==> src/logic/video_pkg.sv <==
/*
 * shared definitions for the video controller
 *   raster timing constants of the small test mode
 *   widths, counter types and cpu port numbers
 *   bus and record structs passed between blocks
 */
package video_pkg;

	// ----------------------------------------
	// raster timing, small mode
	// ----------------------------------------
	localparam logic [11:0] H_TOTAL  = 12'd64;
	localparam logic [11:0] H_SYNC   = 12'd4;
	localparam logic [11:0] H_BPORCH = 12'd12;
	localparam logic [11:0] H_RES    = 12'd32;
	localparam logic [11:0] V_TOTAL  = 12'd12;
	localparam logic [11:0] V_SYNC   = 12'd1;
	localparam logic [11:0] V_BPORCH = 12'd2;
	localparam logic [11:0] V_RES    = 12'd8;

	// ----------------------------------------
	// widths and addresses
	// ----------------------------------------
	localparam int PIX_W          = 8;
	localparam int WORD_BYTES     = 4;
	localparam int WORDS_PER_LINE = int'(H_RES) / WORD_BYTES;
	localparam int VRAM_ADDR_W    = 21;
	localparam int LINE_X_W       = $clog2(int'(H_RES));
	localparam int WORD_CNT_W     = $clog2(WORDS_PER_LINE) + 1;
	localparam int BYTE_CNT_W     = $clog2(WORD_BYTES) + 1;

	// cpu i/o ports
	localparam logic [7:0] PORT_PAL_INDEX = 8'h20;
	localparam logic [7:0] PORT_PAL_DATA  = 8'h21;

	typedef logic [LINE_X_W-1:0]    line_x_t;
	typedef logic [VRAM_ADDR_W-1:0] vram_addr_t;
	typedef logic [WORD_CNT_W-1:0]  word_cnt_t;
	typedef logic [BYTE_CNT_W-1:0]  byte_cnt_t;

	typedef struct packed {
		logic [PIX_W-1:0] r;
		logic [PIX_W-1:0] g;
		logic [PIX_W-1:0] b;
	} rgb_t;

	// raw cpu strobes, active low
	typedef struct packed {
		logic       iorq_n;
		logic       wr_n;
		logic [7:0] address;
		logic [7:0] wdata;
	} cpu_bus_t;

	typedef struct packed {
		logic             we;
		logic [PIX_W-1:0] index;
		rgb_t             rgb;
	} pal_write_t;

	typedef struct packed {
		logic       valid;
		vram_addr_t addr;
	} vram_req_t;

	typedef struct packed {
		logic                        valid;
		logic [WORD_BYTES*PIX_W-1:0] data;
	} vram_rsp_t;

	typedef struct packed {
		logic             we;
		logic             bank;
		line_x_t          x;
		logic [PIX_W-1:0] data;
	} line_write_t;

	// raster position, one clock behind the counters
	typedef struct packed {
		logic [11:0] h_count;
		logic [11:0] v_count;
		logic        de;
		logic        hs;
		logic        vs;
		logic        line_start;
		logic        fetch_valid;
		logic [11:0] fetch_row;
	} timing_t;

endpackage

==> src/logic/vram_fetch.sv <==
/*
 * vram row fetcher
 *   one read request outstanding, variable latency data
 *   hold register plus byte shifter into the line buffer
 */
`timescale 1ns/1ps

module vram_fetch (
	input  logic                   clk,
	input  logic                   reset_n,
	input  video_pkg::timing_t     timing,
	output video_pkg::vram_req_t   vram_req,
	input  logic                   vram_ready,
	input  video_pkg::vram_rsp_t   vram_rsp,
	output video_pkg::line_write_t line_write
);

	logic [11:0]                                       row_q;
	video_pkg::word_cnt_t                              word_cnt;
	logic                                              req_valid;
	video_pkg::vram_addr_t                             req_addr;
	logic                                              wait_q;
	logic [video_pkg::WORD_BYTES*video_pkg::PIX_W-1:0] hold_q;
	logic [video_pkg::WORD_BYTES*video_pkg::PIX_W-1:0] shift_q;
	logic                                              hold_v;
	logic                                              hold_next;
	video_pkg::byte_cnt_t                              shift_cnt;
	video_pkg::line_x_t                                x_q;
	logic                                              issue_left;
	logic                                              shift_free;
	logic                                              byte_out;
	logic                                              issue;
	logic                                              start;
	logic                                              busy;

	assign start      = timing.line_start && timing.fetch_valid;
	assign issue_left = word_cnt != video_pkg::word_cnt_t'(video_pkg::WORDS_PER_LINE);
	// shifter takes a word when empty or on its last byte
	assign shift_free = shift_cnt <= video_pkg::byte_cnt_t'(1);
	assign byte_out   = shift_cnt != '0;

	// hold slot state after this clock
	always_comb begin
		hold_next = hold_v;
		if (shift_free && hold_v) begin
			hold_next = vram_rsp.valid;
		end else if (vram_rsp.valid && !shift_free) begin
			hold_next = 1'b1;
		end
	end

	// next read only once a slot is sure to be free for its data
	assign issue = issue_left && !req_valid && (!wait_q || vram_rsp.valid) && !hold_next;
	assign busy  = issue_left || req_valid || wait_q || hold_v || byte_out;

	// ----------------------------------------
	// request side
	// ----------------------------------------
	always_ff @(posedge clk) begin
		if (start) begin
			row_q <= timing.fetch_row;
		end
		if (issue) begin
			req_addr <= video_pkg::vram_addr_t'(row_q) *
				video_pkg::vram_addr_t'(video_pkg::WORDS_PER_LINE) +
				video_pkg::vram_addr_t'(word_cnt);
		end
	end

	always_ff @(posedge clk) begin
		if (!reset_n) begin
			word_cnt  <= video_pkg::word_cnt_t'(video_pkg::WORDS_PER_LINE);
			req_valid <= 1'b0;
			wait_q    <= 1'b0;
		end else begin
			if (start) begin
				word_cnt <= '0;
			end else if (issue) begin
				word_cnt <= word_cnt + 1'b1;
			end
			// valid held until accepted
			if (issue) begin
				req_valid <= 1'b1;
			end else if (vram_ready) begin
				req_valid <= 1'b0;
			end
			if (req_valid && vram_ready) begin
				wait_q <= 1'b1;
			end else if (vram_rsp.valid) begin
				wait_q <= 1'b0;
			end
		end
	end

	assign vram_req = '{valid: req_valid, addr: req_addr};

	// ----------------------------------------
	// data side, lowest byte first
	// ----------------------------------------
	always_ff @(posedge clk) begin
		if (shift_free && hold_v) begin
			shift_q <= hold_q;
		end else if (shift_free && vram_rsp.valid) begin
			shift_q <= vram_rsp.data;
		end else begin
			shift_q <= shift_q >> video_pkg::PIX_W;
		end
		if (vram_rsp.valid && (hold_v || !shift_free)) begin
			hold_q <= vram_rsp.data;
		end
	end

	always_ff @(posedge clk) begin
		if (!reset_n) begin
			hold_v    <= 1'b0;
			shift_cnt <= '0;
			x_q       <= '0;
		end else begin
			hold_v <= hold_next;
			if (shift_free && (hold_v || vram_rsp.valid)) begin
				shift_cnt <= video_pkg::byte_cnt_t'(video_pkg::WORD_BYTES);
			end else if (byte_out) begin
				shift_cnt <= shift_cnt - 1'b1;
			end
			if (timing.line_start) begin
				x_q <= '0;
			end else if (byte_out) begin
				x_q <= x_q + 1'b1;
			end
		end
	end

	assign line_write = '{we: byte_out, bank: row_q[0], x: x_q,
		data: shift_q[video_pkg::PIX_W-1:0]};

	// whole row lands before the next line begins
	a_fetch_done: assert property (@(posedge clk) disable iff (!reset_n)
		timing.line_start |-> !busy);

endmodule

==> config.mk <==
export PLATFORM = sky130hd
export DESIGN_NAME = vram_fetch
export DESIGN_NICKNAME = d
export VERILOG_FILES = /design/src/logic/video_pkg.sv /design/src/logic/vram_fetch.sv
export SDC_FILE = /design/constraint.sdc
export NUM_CORES = 1
export LEC_CHECK = 0
export ABC_AREA = 1
export ABC_CLOCK_PERIOD_IN_PS = 3350
export BUFFER_PORTS_ARGS = -buffer_cell sky130_fd_sc_hd__buf_2
export CELL_PAD_IN_SITES_DETAIL_PLACEMENT = 1
export CELL_PAD_IN_SITES_GLOBAL_PLACEMENT = 1
export CORE_MARGIN = 2
export CORE_UTILIZATION = 25
export CTS_BUF_LIST = sky130_fd_sc_hd__clkbuf_8
export DETAILED_ROUTE_END_ITERATION = 8
export HOLD_SLACK_MARGIN = 0.08
export PLACE_DENSITY = 0.54
export SLEW_MARGIN = 5
export SYNTH_ARGS = -nofsm -noshare
export SYNTH_HDL_FRONTEND = slang
export SYNTH_SLANG_ARGS = --single-unit
==> constraint.sdc <==
create_clock -name clk -period 3.35 [get_ports clk]
set_input_delay 0.67 -clock clk [delete_from_list [all_inputs] [get_ports clk]]
set_output_delay 0.67 -clock clk [all_outputs]
set_load 0.05 [all_outputs]
Word-level counts from Yosys, hierarchy flattened
Cells that the tools add are included.

Output and inout bits: 37. Register bits after elaboration: 112. Word-level logic and storage cells: 56.

Equality and inequality tests: 1. Add/sub/neg operators: 4. Reductions and logical operators: 25. Mux-type cells: 12. Bitwise gates (word level): 1. Order comparisons: 1.

Operator list (number): $mux 32 (2); $add 15x4->16 (1); $logic_and 1x1->1 (10); $mux 4 (2); $reduce_bool 2->1 (4); $mux 1 (6); $mux 3 (2); $reduce_or 2->1 (3); $add 5x1->5 const B (1); $add 4x1->4 const B (1); $logic_not 1->1 (4); $ne 4x4->1 const B (1); $le 3x1->1 const B (1); $logic_or 1x1->1 (3); $reduce_bool 3->1 (1); $sub 3x1->3 const B (1); $not 1->1 (1).

Longest topological paths before layout
Gate-level depths: netlist (run 1).

Depth after elaboration: 9. Depth in mapped cells: 10. Depth with buffers taken out: 10.

Worst setup path before layout (run 1)
No wires, ideal clock.

Path type: in2reg. From: input port vram_rsp[32] (netlist bit). To: register req_addr[0] (enable). Stages on the path: 3. Arrival: 1771 ps. Setup slack: 1188 ps. Library setup time: 391 ps. Path buffers: 0. Path through: o211ai_1 > nand2_1 > nor2_1.

Word-level cells in the longest chain between the ends: 5. Elaborated cells between the ends (all ways): 7. Those cells by class: 2 x mux; 5 x reduce/logical.

Ends and longest elaborated chain: from (decl) (RTL line vram_fetch.sv:14) `input video_pkg::vram_rsp_t vram_rsp,`; $logic_and 1x1->1 (RTL line vram_fetch.sv:47) `end else if (vram_rsp.valid && !shift_free) begin`; $mux 1 (RTL line vram_fetch.sv:47); $mux 1 (RTL line vram_fetch.sv:45) `if (shift_free && hold_v) begin`; $logic_not 1->1 (RTL line vram_fetch.sv:53) `assign issue = issue_left && !req_valid && (!wait_q || vram_rsp.valid) && !hold_next;`; $logic_and 1x1->1 * (RTL line vram_fetch.sv:53); via issue (RTL line vram_fetch.sv:32) `logic issue;`; to (signal assigned) (RTL line vram_fetch.sv:64) `req_addr <= video_pkg::vram_addr_t'(row_q) *`; to (decl) (RTL line vram_fetch.sv:21) `video_pkg::vram_addr_t req_addr;`.

The timed path passes the listed nets; every way through them passes the cells marked *. A chain may end at the register's enable or synchronous reset.

==> qor.yml, run 1 <==
period_share_pct: 73.9
startpoint_type: "flop"
setup_viol: 0
worstSetupPathType: "reg -> out"
routedLengthMet1_mm: 3.94
clk_path_buf_depth: 2
ys_seq_area_share_pct: 65.9
io_buffer_count: 81
avgSynthCellArea_um2: 10.8
postCtsSetupBuffers: 0
cts_buffers: 9
hpwl_mm: 6.25
hold_path_class: "reg -> reg"
grt_max_degree: 49
htree_levels: 3
vias: 2797
finalNonFillerCells: 688
ant_nets: 0
cts_hold_buf: 0
dr.pass1.iters: 4
grt_setup_unrepaired: "no"
power_density_mw_per_mm2: 948
dp_cells: 669
yosysUniqueCellTypes: 24
post_cts_resized: 0
gr-usage-all-layers_pct: 10.4
multi_input_area_mm2: 0.00115
max_freq_ghz: 0.404
fp-row-count: 47
synth_area_mm2: 0.00416
n_fill_cell: 1895
grt_pass1_vias: 2967
path_max_fanout: 7
io_pins: 114
finalClockSkew_ns: 0.0118
antenna_found_initial: 2
grt_overflow: 0
grt_pass1_wl_mm: 14.3
clock_latency_ns: 0.37
syn_inst: 386
cts.reportedPaths.clkPinSlew_ns: 0.10
cts_tree: "done"
routabilityCongestion: 0.694
highest_layer: "met4"
post-route-min-period_ns: 2.48
cts_root_buf: "clkbuf_8"
crit_path_max_incr_delay_ns: 0.38
worst_path_max_delay_cell: "dfxtp_1"
synth_top_cell_area_share_pct: 43.3
crit_top_cell: "ha_1"
tightest_slew_ns: 0.777
die_area_mm2: 0.0177
outcome: "completed"
clock-sinks: 107
maxCapViolCount: 0
p_leak_nw: 2.05
required_ns: 2.68
drv_slew: 0
initial_core_util_pct: 25.3
ys_ff_latch: 107
die_h_um: 133
final_nets: 546
path_delay_family: "buffers and inverters"
layout-drive-gt1-share_pct: 22.2
fin_tns_setup_ns: 0
arrival_ns: 1.81
crit_buf_inv: 3
die_w_um: 133
worstPathCellList: "inv_2 > ha_1 > ha_1 > inv_1 > buf_2"
fin_util_pct: 29.7
critPathCaptureType: "primary output"
drcViolationCount: 0
vias_per_cell: 4.07
synth_top_area_cell: "edfxtp_1"
drt_iter0_drc: 139
vdd_drop_max_v: 0.000476
slew_headroom_pct: 48.1
regArea_mm2: 0.00274
core_area_mm2: 0.0164
met3_length_um: 657
wl_met2_mm: 4.03
synth_area_leaders: "edfxtp_1 43%, dfxtp_1 23%, nand2_1 8.7%"
hold_viol_final: 0
wl_mm: 8.75
syn_to_final_growth_pct: 17.3
yosys_warnings: 0
avgRoutedWirePerCell_um: 12.7
[final cells by class]
class	instances	area share, %
Sequential cell	107	56.2
Multi-Input combinational cell	232	23.5
Timing Repair Buffer	85	8.92
Tap cell	220	5.64
Clock buffer	9	2.54
Inverter	25	1.92
Clock inverter	7	1.13
Antenna cell	3	0.154
[worst register-to-register path, cell delays in order, from the launching register on]
cell	delay (ns)
dfxtp_1	0.34
inv_1	0.08
ha_1	0.16
nand2_1	0.08
nand2_2	0.11
nand2_1	0.06
buf_4	0.22
inv_1	0.58
buf_4	0.32
nand2_1	0.07
a31oi_1	0.14
[state kept, by name, summed over array words and instances, names as in the netlist]
name       flops
req_valid      1
shift_cnt      3
req_addr      16
x_q            5
hold_v         1
row_q         12
wait_q         1
word_cnt       4
shift_q       32
hold_q        32
[per-stage QoR]
| step | setup WS [ns] | total power [mW] | cell area [µm²] | hold slack (ns) |
|---|---|---|---|---|
| 6_report | 0.875 | 4.63 | 4880 | 0.440 |
| 5_1_grt | 0.742 | 4.97 | 4870 | 0.433 |
| 4_1_cts | 0.819 | 4.72 | 4870 | 0.432 |
| 3_5_place_dp | 1.02 | 3.94 | 4690 | 0.430 |
| 3_3_place_gp | 1.04 | 3.89 | 4690 | 0.429 |
| 2_1_floorplan | 1.19 | 3.56 | 4170 | 0.419 |
[report_power, final]
group          leakage [nW]  switching (mW)  total [mW]  internal, mW
registers             0.955           0.142        2.05          1.91
logic                 0.988            1.36        1.81         0.455
clock network         0.110           0.428       0.763         0.334
[layer usage]
layer,vias to the layer above,track usage [%]
met1,1303,12.4
met3,10,4.64
met5,-,0
met4,0,3.58
li1,1415,-
met2,69,16.7
[kinds of logic after synthesis]
kind of cell / share of synthesized area [%]
AO/OA/AOI/OAI: 5.51
XOR/XNOR: 2.53
adder cells (fa/ha/maj): 2.71
buffers and inverters: 6.86
flip-flops: 65.9
other: 0.0902
AND/OR/NAND/NOR: 16.4
[path summary, 6_finish.rpt]
check                             startpoint             end  slack, ns  depth (start not counted)
worst max-delay path            shift_cnt[0]  line_write[14]       0.87                          5
worst min-delay path              hold_q[29]     shift_q[29]       0.44                          2
worst max register to register  shift_cnt[1]     shift_q[10]       1.12                         10
worst min register to register    hold_q[29]     shift_q[29]       0.44                          2
[synth_stat cells (all sizes together)]
cell    instances
nand2          97
edfxtp         60
dfxtp          47
nor2           45
buf            26
a31oi          25
inv            25
nand3          18
a21oi          10
ha              9
xor2            9
nor3            4
o21ai           3
xnor2           3
and3            1
conb            1
nand4           1
o211ai          1
or2             1
[layout by cell type, fill, tap and decap left out, drive strengths merged]
cell type / synthesis / layout
nand2: 97 / 97
buf: 26 / 85
edfxtp: 60 / 60
dfxtp: 47 / 47
nor2: 45 / 45
inv: 25 / 31
a31oi: 25 / 25
nand3: 18 / 18
a21oi: 10 / 10
xor2: 9 / 9
ha: 9 / 9
clkbuf: 0 / 9
conb: 1 / 5
nor3: 4 / 4
diode: 0 / 3
xnor2: 3 / 3
o21ai: 3 / 3
and3: 1 / 1
o211ai: 1 / 1
nand4: 1 / 1
or2: 1 / 1
bufinv: 0 / 1
Note: power is estimated with default switching activity, not from simulation.
==> inputs of run 2 (changes only) <==
Settings changed: ABC_CLOCK_PERIOD_IN_PS 3350 to 2400.
Clock period 3.35 ns to 2.4 ns, I/O delays scaled along.
==> run 2 against run 1 <==
Net effect: design area up 1.6%; critical path depth unchanged; count of clock-buffer cells in the layout is 1 higher; non-clock buffer count rose by 2; total power grew 44%; die area is the same; worst hold slack got worse by 0.17 ns; final cell count up 0.15%; via count grew 1.4%; highest routed layer is now met5.
==> qor.yml, run 2 (same netlist as run 1, synthesis figures left out) <==
fin_tns_setup_ns: 0  # unchanged
routedLengthMet1_mm: 3.92  # -0.30%
clock-sinks: 107  # unchanged
grt_setup_unrepaired: "no"
avgRoutedWirePerCell_um: 12.7  # about the same
period_share_pct: 90.7
grt_pass1_wl_mm: 14.5  # +1.2%
die_h_um: 133  # unchanged
cts_hold_buf: 0  # unchanged
postCtsSetupBuffers: 0  # unchanged
hpwl_mm: 6.28  # +0.47%
clockPowerShare_pct: 18.2  # +1.7 points
ant_nets: 0  # unchanged
hold_ws_ns: 0.269  # -0.171 ns
layout_setup_ws_ns: 0.222  # -0.652 ns
outcome: "completed"
io_buffer_count: 81  # unchanged
final_nets: 548  # +0.37%
final_common_cell: "nand2_1"
core_area_mm2: 0.0164  # unchanged
cts_root_buf: "clkbuf_8"
maxCapViolCount: 0  # unchanged
power_density_mw_per_mm2: 1340  # +42%
power.share.switching_pct: 40.5  # -1.1 points
dr.pass1.iters: 4  # unchanged
drcViolationCount: 0  # unchanged
hold_viol_final: 0  # unchanged
post-route-min-period_ns: 2.18
max_freq_ghz: 0.459
cts.reportedPaths.clkPinSlew_ns: 0.10  # about the same
clock_latency_ns: 0.38  # about the same
clk_path_buf_depth: 2  # unchanged
p_leak_nw: 2.08  # +1.2%
grt_overflow: 0  # unchanged
startpoint_type: "flop"
die_w_um: 133  # unchanged
worstSetupPathType: "reg -> out"
highest_layer: "met5"
rr_endpoint: "req_addr[13]"
hold_path_end: "row_q[1]"
p_int_mw: 3.96  # +47%
hold_path_class: "in -> reg"
die_area_mm2: 0.0177  # unchanged
reg.largest.list: "hold_q: 32 flops, shift_q: 32 flops, req_addr: 16 flops"
path_max_fanout: 7  # unchanged
drt_iter0_drc: 105  # -24%
p_sw_mw: 2.70  # +40%
seq_power_share_pct: 42.9  # -1.4 points
syn_to_final_growth_pct: 19.3
wl_mm: 8.77  # +0.18%
reg2reg_from: "word_cnt[3]"
pre_cts_ws_ns: 0.500  # -0.521 ns
vias: 2837  # +1.4%
initial_core_util_pct: 25.3  # unchanged
htree_levels: 3  # unchanged
wl_met2_mm: 4.04  # +0.32%
comb_power_share_pct: 38.9  # -0.3 points
critPathCaptureType: "primary output"
cts_tree: "done"
gr-usage-all-layers_pct: 10.5  # +0.10 points
arrival_ns: 1.70  # -0.11 ns
vdd_drop_max_v: 0.000554  # +16%
cts_buffers: 9  # unchanged
io_pins: 114  # unchanged
met3_length_um: 635  # -3.3%
hold_depth: 1  # -1
drv_slew: 0  # unchanged
fp-row-count: 47  # unchanged
setup_viol: 0  # unchanged
grt_pass1_vias: 2982  # +0.51%
vias_per_cell: 4.12  # +1.3%
routabilityCongestion: 0.695  # +0.10%
antenna_found_initial: 4  # +2
finalClockSkew_ns: 0.00772  # -0.00411 ns
layout-drive-gt1-share_pct: 23.3  # +1.2 points
regToRegSetupSlack_ns: 0.60  # -0.52 ns
required_ns: 1.92  # -0.76 ns
most-common-layout-cells: "96 x nand2_1, 80 x buf_2, 60 x edfxtp_1, 47 x dfxtp_1, 44 x nor2_1"
grt_max_degree: 49  # unchanged
reg2reg_depth: 7  # -3
worstHoldStart: "timing[1]"
## run 2: layer usage
layer  track usage (%)  vias to the layer above
met4              4.12                        4
met3              4.64                       16
met1              12.1                     1318
met2              17.2                       77
met5                 0                        -
li1                  -                     1422
## run 2: final cells by class
cell class | count | area (µm²)
well taps | 220 | 275
flip-flops and latches | 107 | 2740
inverters | 25 | 93.8
repair buffers | 87 | 478
clock inverters | 6 | 81.3
multi-input cells | 232 | 1150
clock buffers | 10 | 138
diodes | 2 | 5.00
fillers | 1894 | 11400
## run 2: power by group through the flow
| stage | Sequential, mW | Combinational, mW | Clock (mW) |
|---|---|---|---|
| 2_1_floorplan | 3.32 | 1.65 | 0 |
| 3_3_place_gp | 2.90 | 2.59 | 0 |
| 3_5_place_dp | 2.91 | 2.64 | 0 |
| 4_1_cts | 2.87 | 2.65 | 1.28 |
| 5_1_grt | 2.94 | 2.88 | 1.35 |
| 6_report | 2.86 | 2.59 | 1.21 |
## run 2: repair_timing
item,in CTS,in global routing
endpoints found under the hold margin,0,0
gates resized for setup,0,2
setup endpoints to repair,0,1
## run 2: critical path: stages (launching register included)
cell	delay [ns]
dfxtp_1	0.38
inv_2	0.06
ha_1	0.21
ha_1	0.27
inv_2	0.14
clkbuf_4	0.25
## run 2: per-stage QoR
step	power [mW]	cell area, µm²	cells	utilization [%]
floorplan	4.97	4170	390	-
global placement	5.49	4730	671	28.8
CTS	6.81	4950	687	30.2
detailed placement	5.55	4730	671	28.8
global route	7.16	4950	687	30.2
finish	6.67	4960	689	30.2
## run 2: worst max-delay path by stage
stage	from	to	cells past startpoint
after floorplan	word_cnt[0]	req_addr[0]	6
final	shift_cnt[0]	line_write[14]	5
after global placement	shift_cnt[0]	line_write[14]	5
after detailed placement	shift_cnt[0]	line_write[14]	5
after global routing	shift_cnt[0]	line_write[14]	5
after CTS	shift_cnt[0]	line_write[14]	5
==> inputs of run 3 (changes only) <==
Settings changed: BUFFER_PORTS_ARGS -buffer_cell sky130_fd_sc_hd__buf_2 to -buffer_cell sky130_fd_sc_hd__clkbuf_2.
==> run 3 against run 2 <==
Net effect: worst hold slack worse by 0.0013 ns; sequential power about the same; final cell count down 0.29%; first-iteration DRC count fell by 0.95%; via count is 1.1% lower; register-to-register slack hardly changed; largest power group unchanged; critical endpoint unchanged; critical path type unchanged; highest routed layer is now met4; routed wire length shrank 1.2%; count of clock-buffer cells in the layout unchanged.
==> qor.yml, run 3 (same netlist as run 1, synthesis figures left out) <==
p_sw_mw: 2.69  # -0.47%
outcome: "completed"
cts_root_buf: "clkbuf_8"
rr_endpoint: "req_addr[1]"
final_common_cell: "nand2_1"
io_pins: 114  # unchanged
power.share.switching_pct: 41.8  # +1.3 points
hpwl_mm: 6.17  # -1.8%
clock-sinks: 107  # unchanged
drv_slew: 0  # unchanged
reg.largest.list: "hold_q: 32 flops, shift_q: 32 flops, req_addr: 16 flops"
final_nets: 548  # unchanged
place_area_mm2: 0.00473  # unchanged
hold_viol_final: 0  # unchanged
grt_overflow: 0  # unchanged
postCtsSetupBuffers: 0  # unchanged
vias: 2807  # -1.1%
layout_setup_ws_ns: 0.206  # -0.0163 ns
die_w_um: 133  # unchanged
critPathCaptureType: "primary output"
pre_cts_ws_ns: 0.480  # -0.0197 ns
power_density_mw_per_mm2: 1310  # -2.4%
antenna_found_initial: 2  # -2
core_area_mm2: 0.0164  # unchanged
worstSetupPathType: "reg -> out"
clock_latency_ns: 0.38  # about the same
arrival_ns: 1.71  # about the same
hold_path_class: "in -> reg"
endpoint: "line_write[14]"
vdd_drop_max_v: 0.000509  # -8.2%
fp-row-count: 47  # unchanged
max_freq_ghz: 0.456  # -0.74%
comb_power_share_pct: 40.1  # +1.2 points
p_int_mw: 3.74  # -5.7%
dr.pass1.iters: 4  # unchanged
ant_nets: 0  # unchanged
seq_power_share_pct: 44.5  # +1.6 points
startpoint_type: "flop"
critPathLaunch: "shift_cnt[0]"
drt_iter0_drc: 104  # -0.95%
cts.reportedPaths.clkPinSlew_ns: 0.10  # about the same
reg2reg_from: "word_cnt[0]"
finalClockSkew_ns: 0.0107  # +0.00297 ns
die_h_um: 133  # unchanged
fin_area_mm2: 0.00490  # -1.2%
clk_path_buf_depth: 2  # unchanged
most-common-layout-cells: "96 x nand2_1, 80 x clkbuf_2, 60 x edfxtp_1, 47 x dfxtp_1, 44 x nor2_1"
worst_path_max_delay_cell: "dfxtp_1"
path_max_fanout: 7  # unchanged
initial_core_util_pct: 25.3  # unchanged
fin_tns_setup_ns: 0  # unchanged
cts_tree: "done"
post-route-min-period_ns: 2.19  # +0.0163 ns
grt_max_degree: 49  # unchanged
setup_viol: 0  # unchanged
htree_levels: 3  # unchanged
routabilityCongestion: 0.693  # -0.19%
gr-usage-all-layers_pct: 10.5  # +0.018 points
die_area_mm2: 0.0177  # unchanged
maxCapViolCount: 0  # unchanged
worstPathCellList: "inv_2 > ha_1 > ha_1 > inv_2 > clkbuf_4"
clockPowerShare_pct: 15.4  # -2.8 points
reg2reg_depth: 7  # unchanged
regToRegSetupSlack_ns: 0.61  # about the same
p_leak_nw: 2.07  # -0.44%
avgRoutedWirePerCell_um: 12.6  # -0.96%
grt_pass1_vias: 2942  # -1.3%
period_share_pct: 91.4  # +0.68 points
io_buffer_count: 81  # unchanged
vias_per_cell: 4.09  # -0.77%
antenna_cells: 0  # -2
syn_to_final_growth_pct: 17.8
grt_setup_unrepaired: "no"
drcViolationCount: 0  # unchanged
crit_path_max_incr_delay_ns: 0.39  # about the same
layout-drive-gt1-share_pct: 22.9  # -0.43 points
required_ns: 1.92  # about the same
cts_buffers: 9  # unchanged
wl_mm: 8.66  # -1.2%
grt_pass1_wl_mm: 14.4  # -0.52%
[run 3: changes by cell type in the layout (fill, tap and decap cells not counted), sizes merged]
cell / delta
buf: -80
clkbuf: +80
inv: +3
bufinv: -2
clkinv: -2
diode: -2
clkinvlp: +1
[run 3: power groups by stage]
stage	combinational, mW	clock (mW)	sequential [mW]
2_1_floorplan	1.65	0	3.32
3_5_place_dp	2.63	0	2.91
5_1_grt	2.89	1.12	2.94
6_report	2.58	0.987	2.86
4_1_cts	2.64	1.05	2.88
3_3_place_gp	2.58	0	2.90
[run 3: worst max-delay path: cells and delay by family, from the launching register on]
| family | cells | cell delay (ns) |
|---|---|---|
| fa+ha+maj | 2 | 0.48 |
| buf+inv | 3 | 0.46 |
| flops | 1 | 0.39 |
[run 3: worst min-delay path by stage]
stage	start	end	slack (ns)	cells after the start
after floorplan	hold_q[24]	shift_q[24]	0.42	2
after global placement	hold_q[29]	shift_q[29]	0.43	2
after detailed placement	hold_q[27]	shift_q[27]	0.43	2
after CTS	timing[3]	row_q[3]	0.24	1
after global routing	timing[4]	row_q[4]	0.23	1
final	timing[1]	row_q[1]	0.27	1
[run 3: cell type report]
| cell class | count | area, µm² |
|---|---|---|
| clock buffers | 10 | 138 |
| clock inverters | 6 | 27.5 |
| fillers | 1889 | 11500 |
| inverters | 25 | 93.8 |
| multi-input cells | 232 | 1150 |
| flip-flops and latches | 107 | 2740 |
| well taps | 220 | 275 |
| repair buffers | 87 | 478 |
[run 3: routing by layer]
layer / track usage, % / routed length [µm]
met5: 0 / 0
met4: 3.76 / 125
met3: 4.79 / 686
met2: 16.3 / 3960
met1: 13.0 / 3880
[run 3: timing repair]
action | 4_1_cts | 5_1_grt
hold buffers | 0 | 0
gates resized for setup | 0 | 3
hold endpoints to repair | 0 | 0
setup endpoints to repair | 0 | 1
[run 3: per-stage QoR]
| step | total power, mW | hold slack, ns | util, % | instances |
|---|---|---|---|---|
| after global placement | 5.49 | 0.429 | 28.8 | 671 |
| after global routing | 6.94 | 0.234 | 29.9 | 687 |
| after floorplan | 4.97 | 0.419 | - | 390 |
| final | 6.43 | 0.267 | 29.9 | 687 |
| after CTS | 6.56 | 0.238 | 29.9 | 687 |
| after detailed placement | 5.54 | 0.431 | 28.8 | 671 |
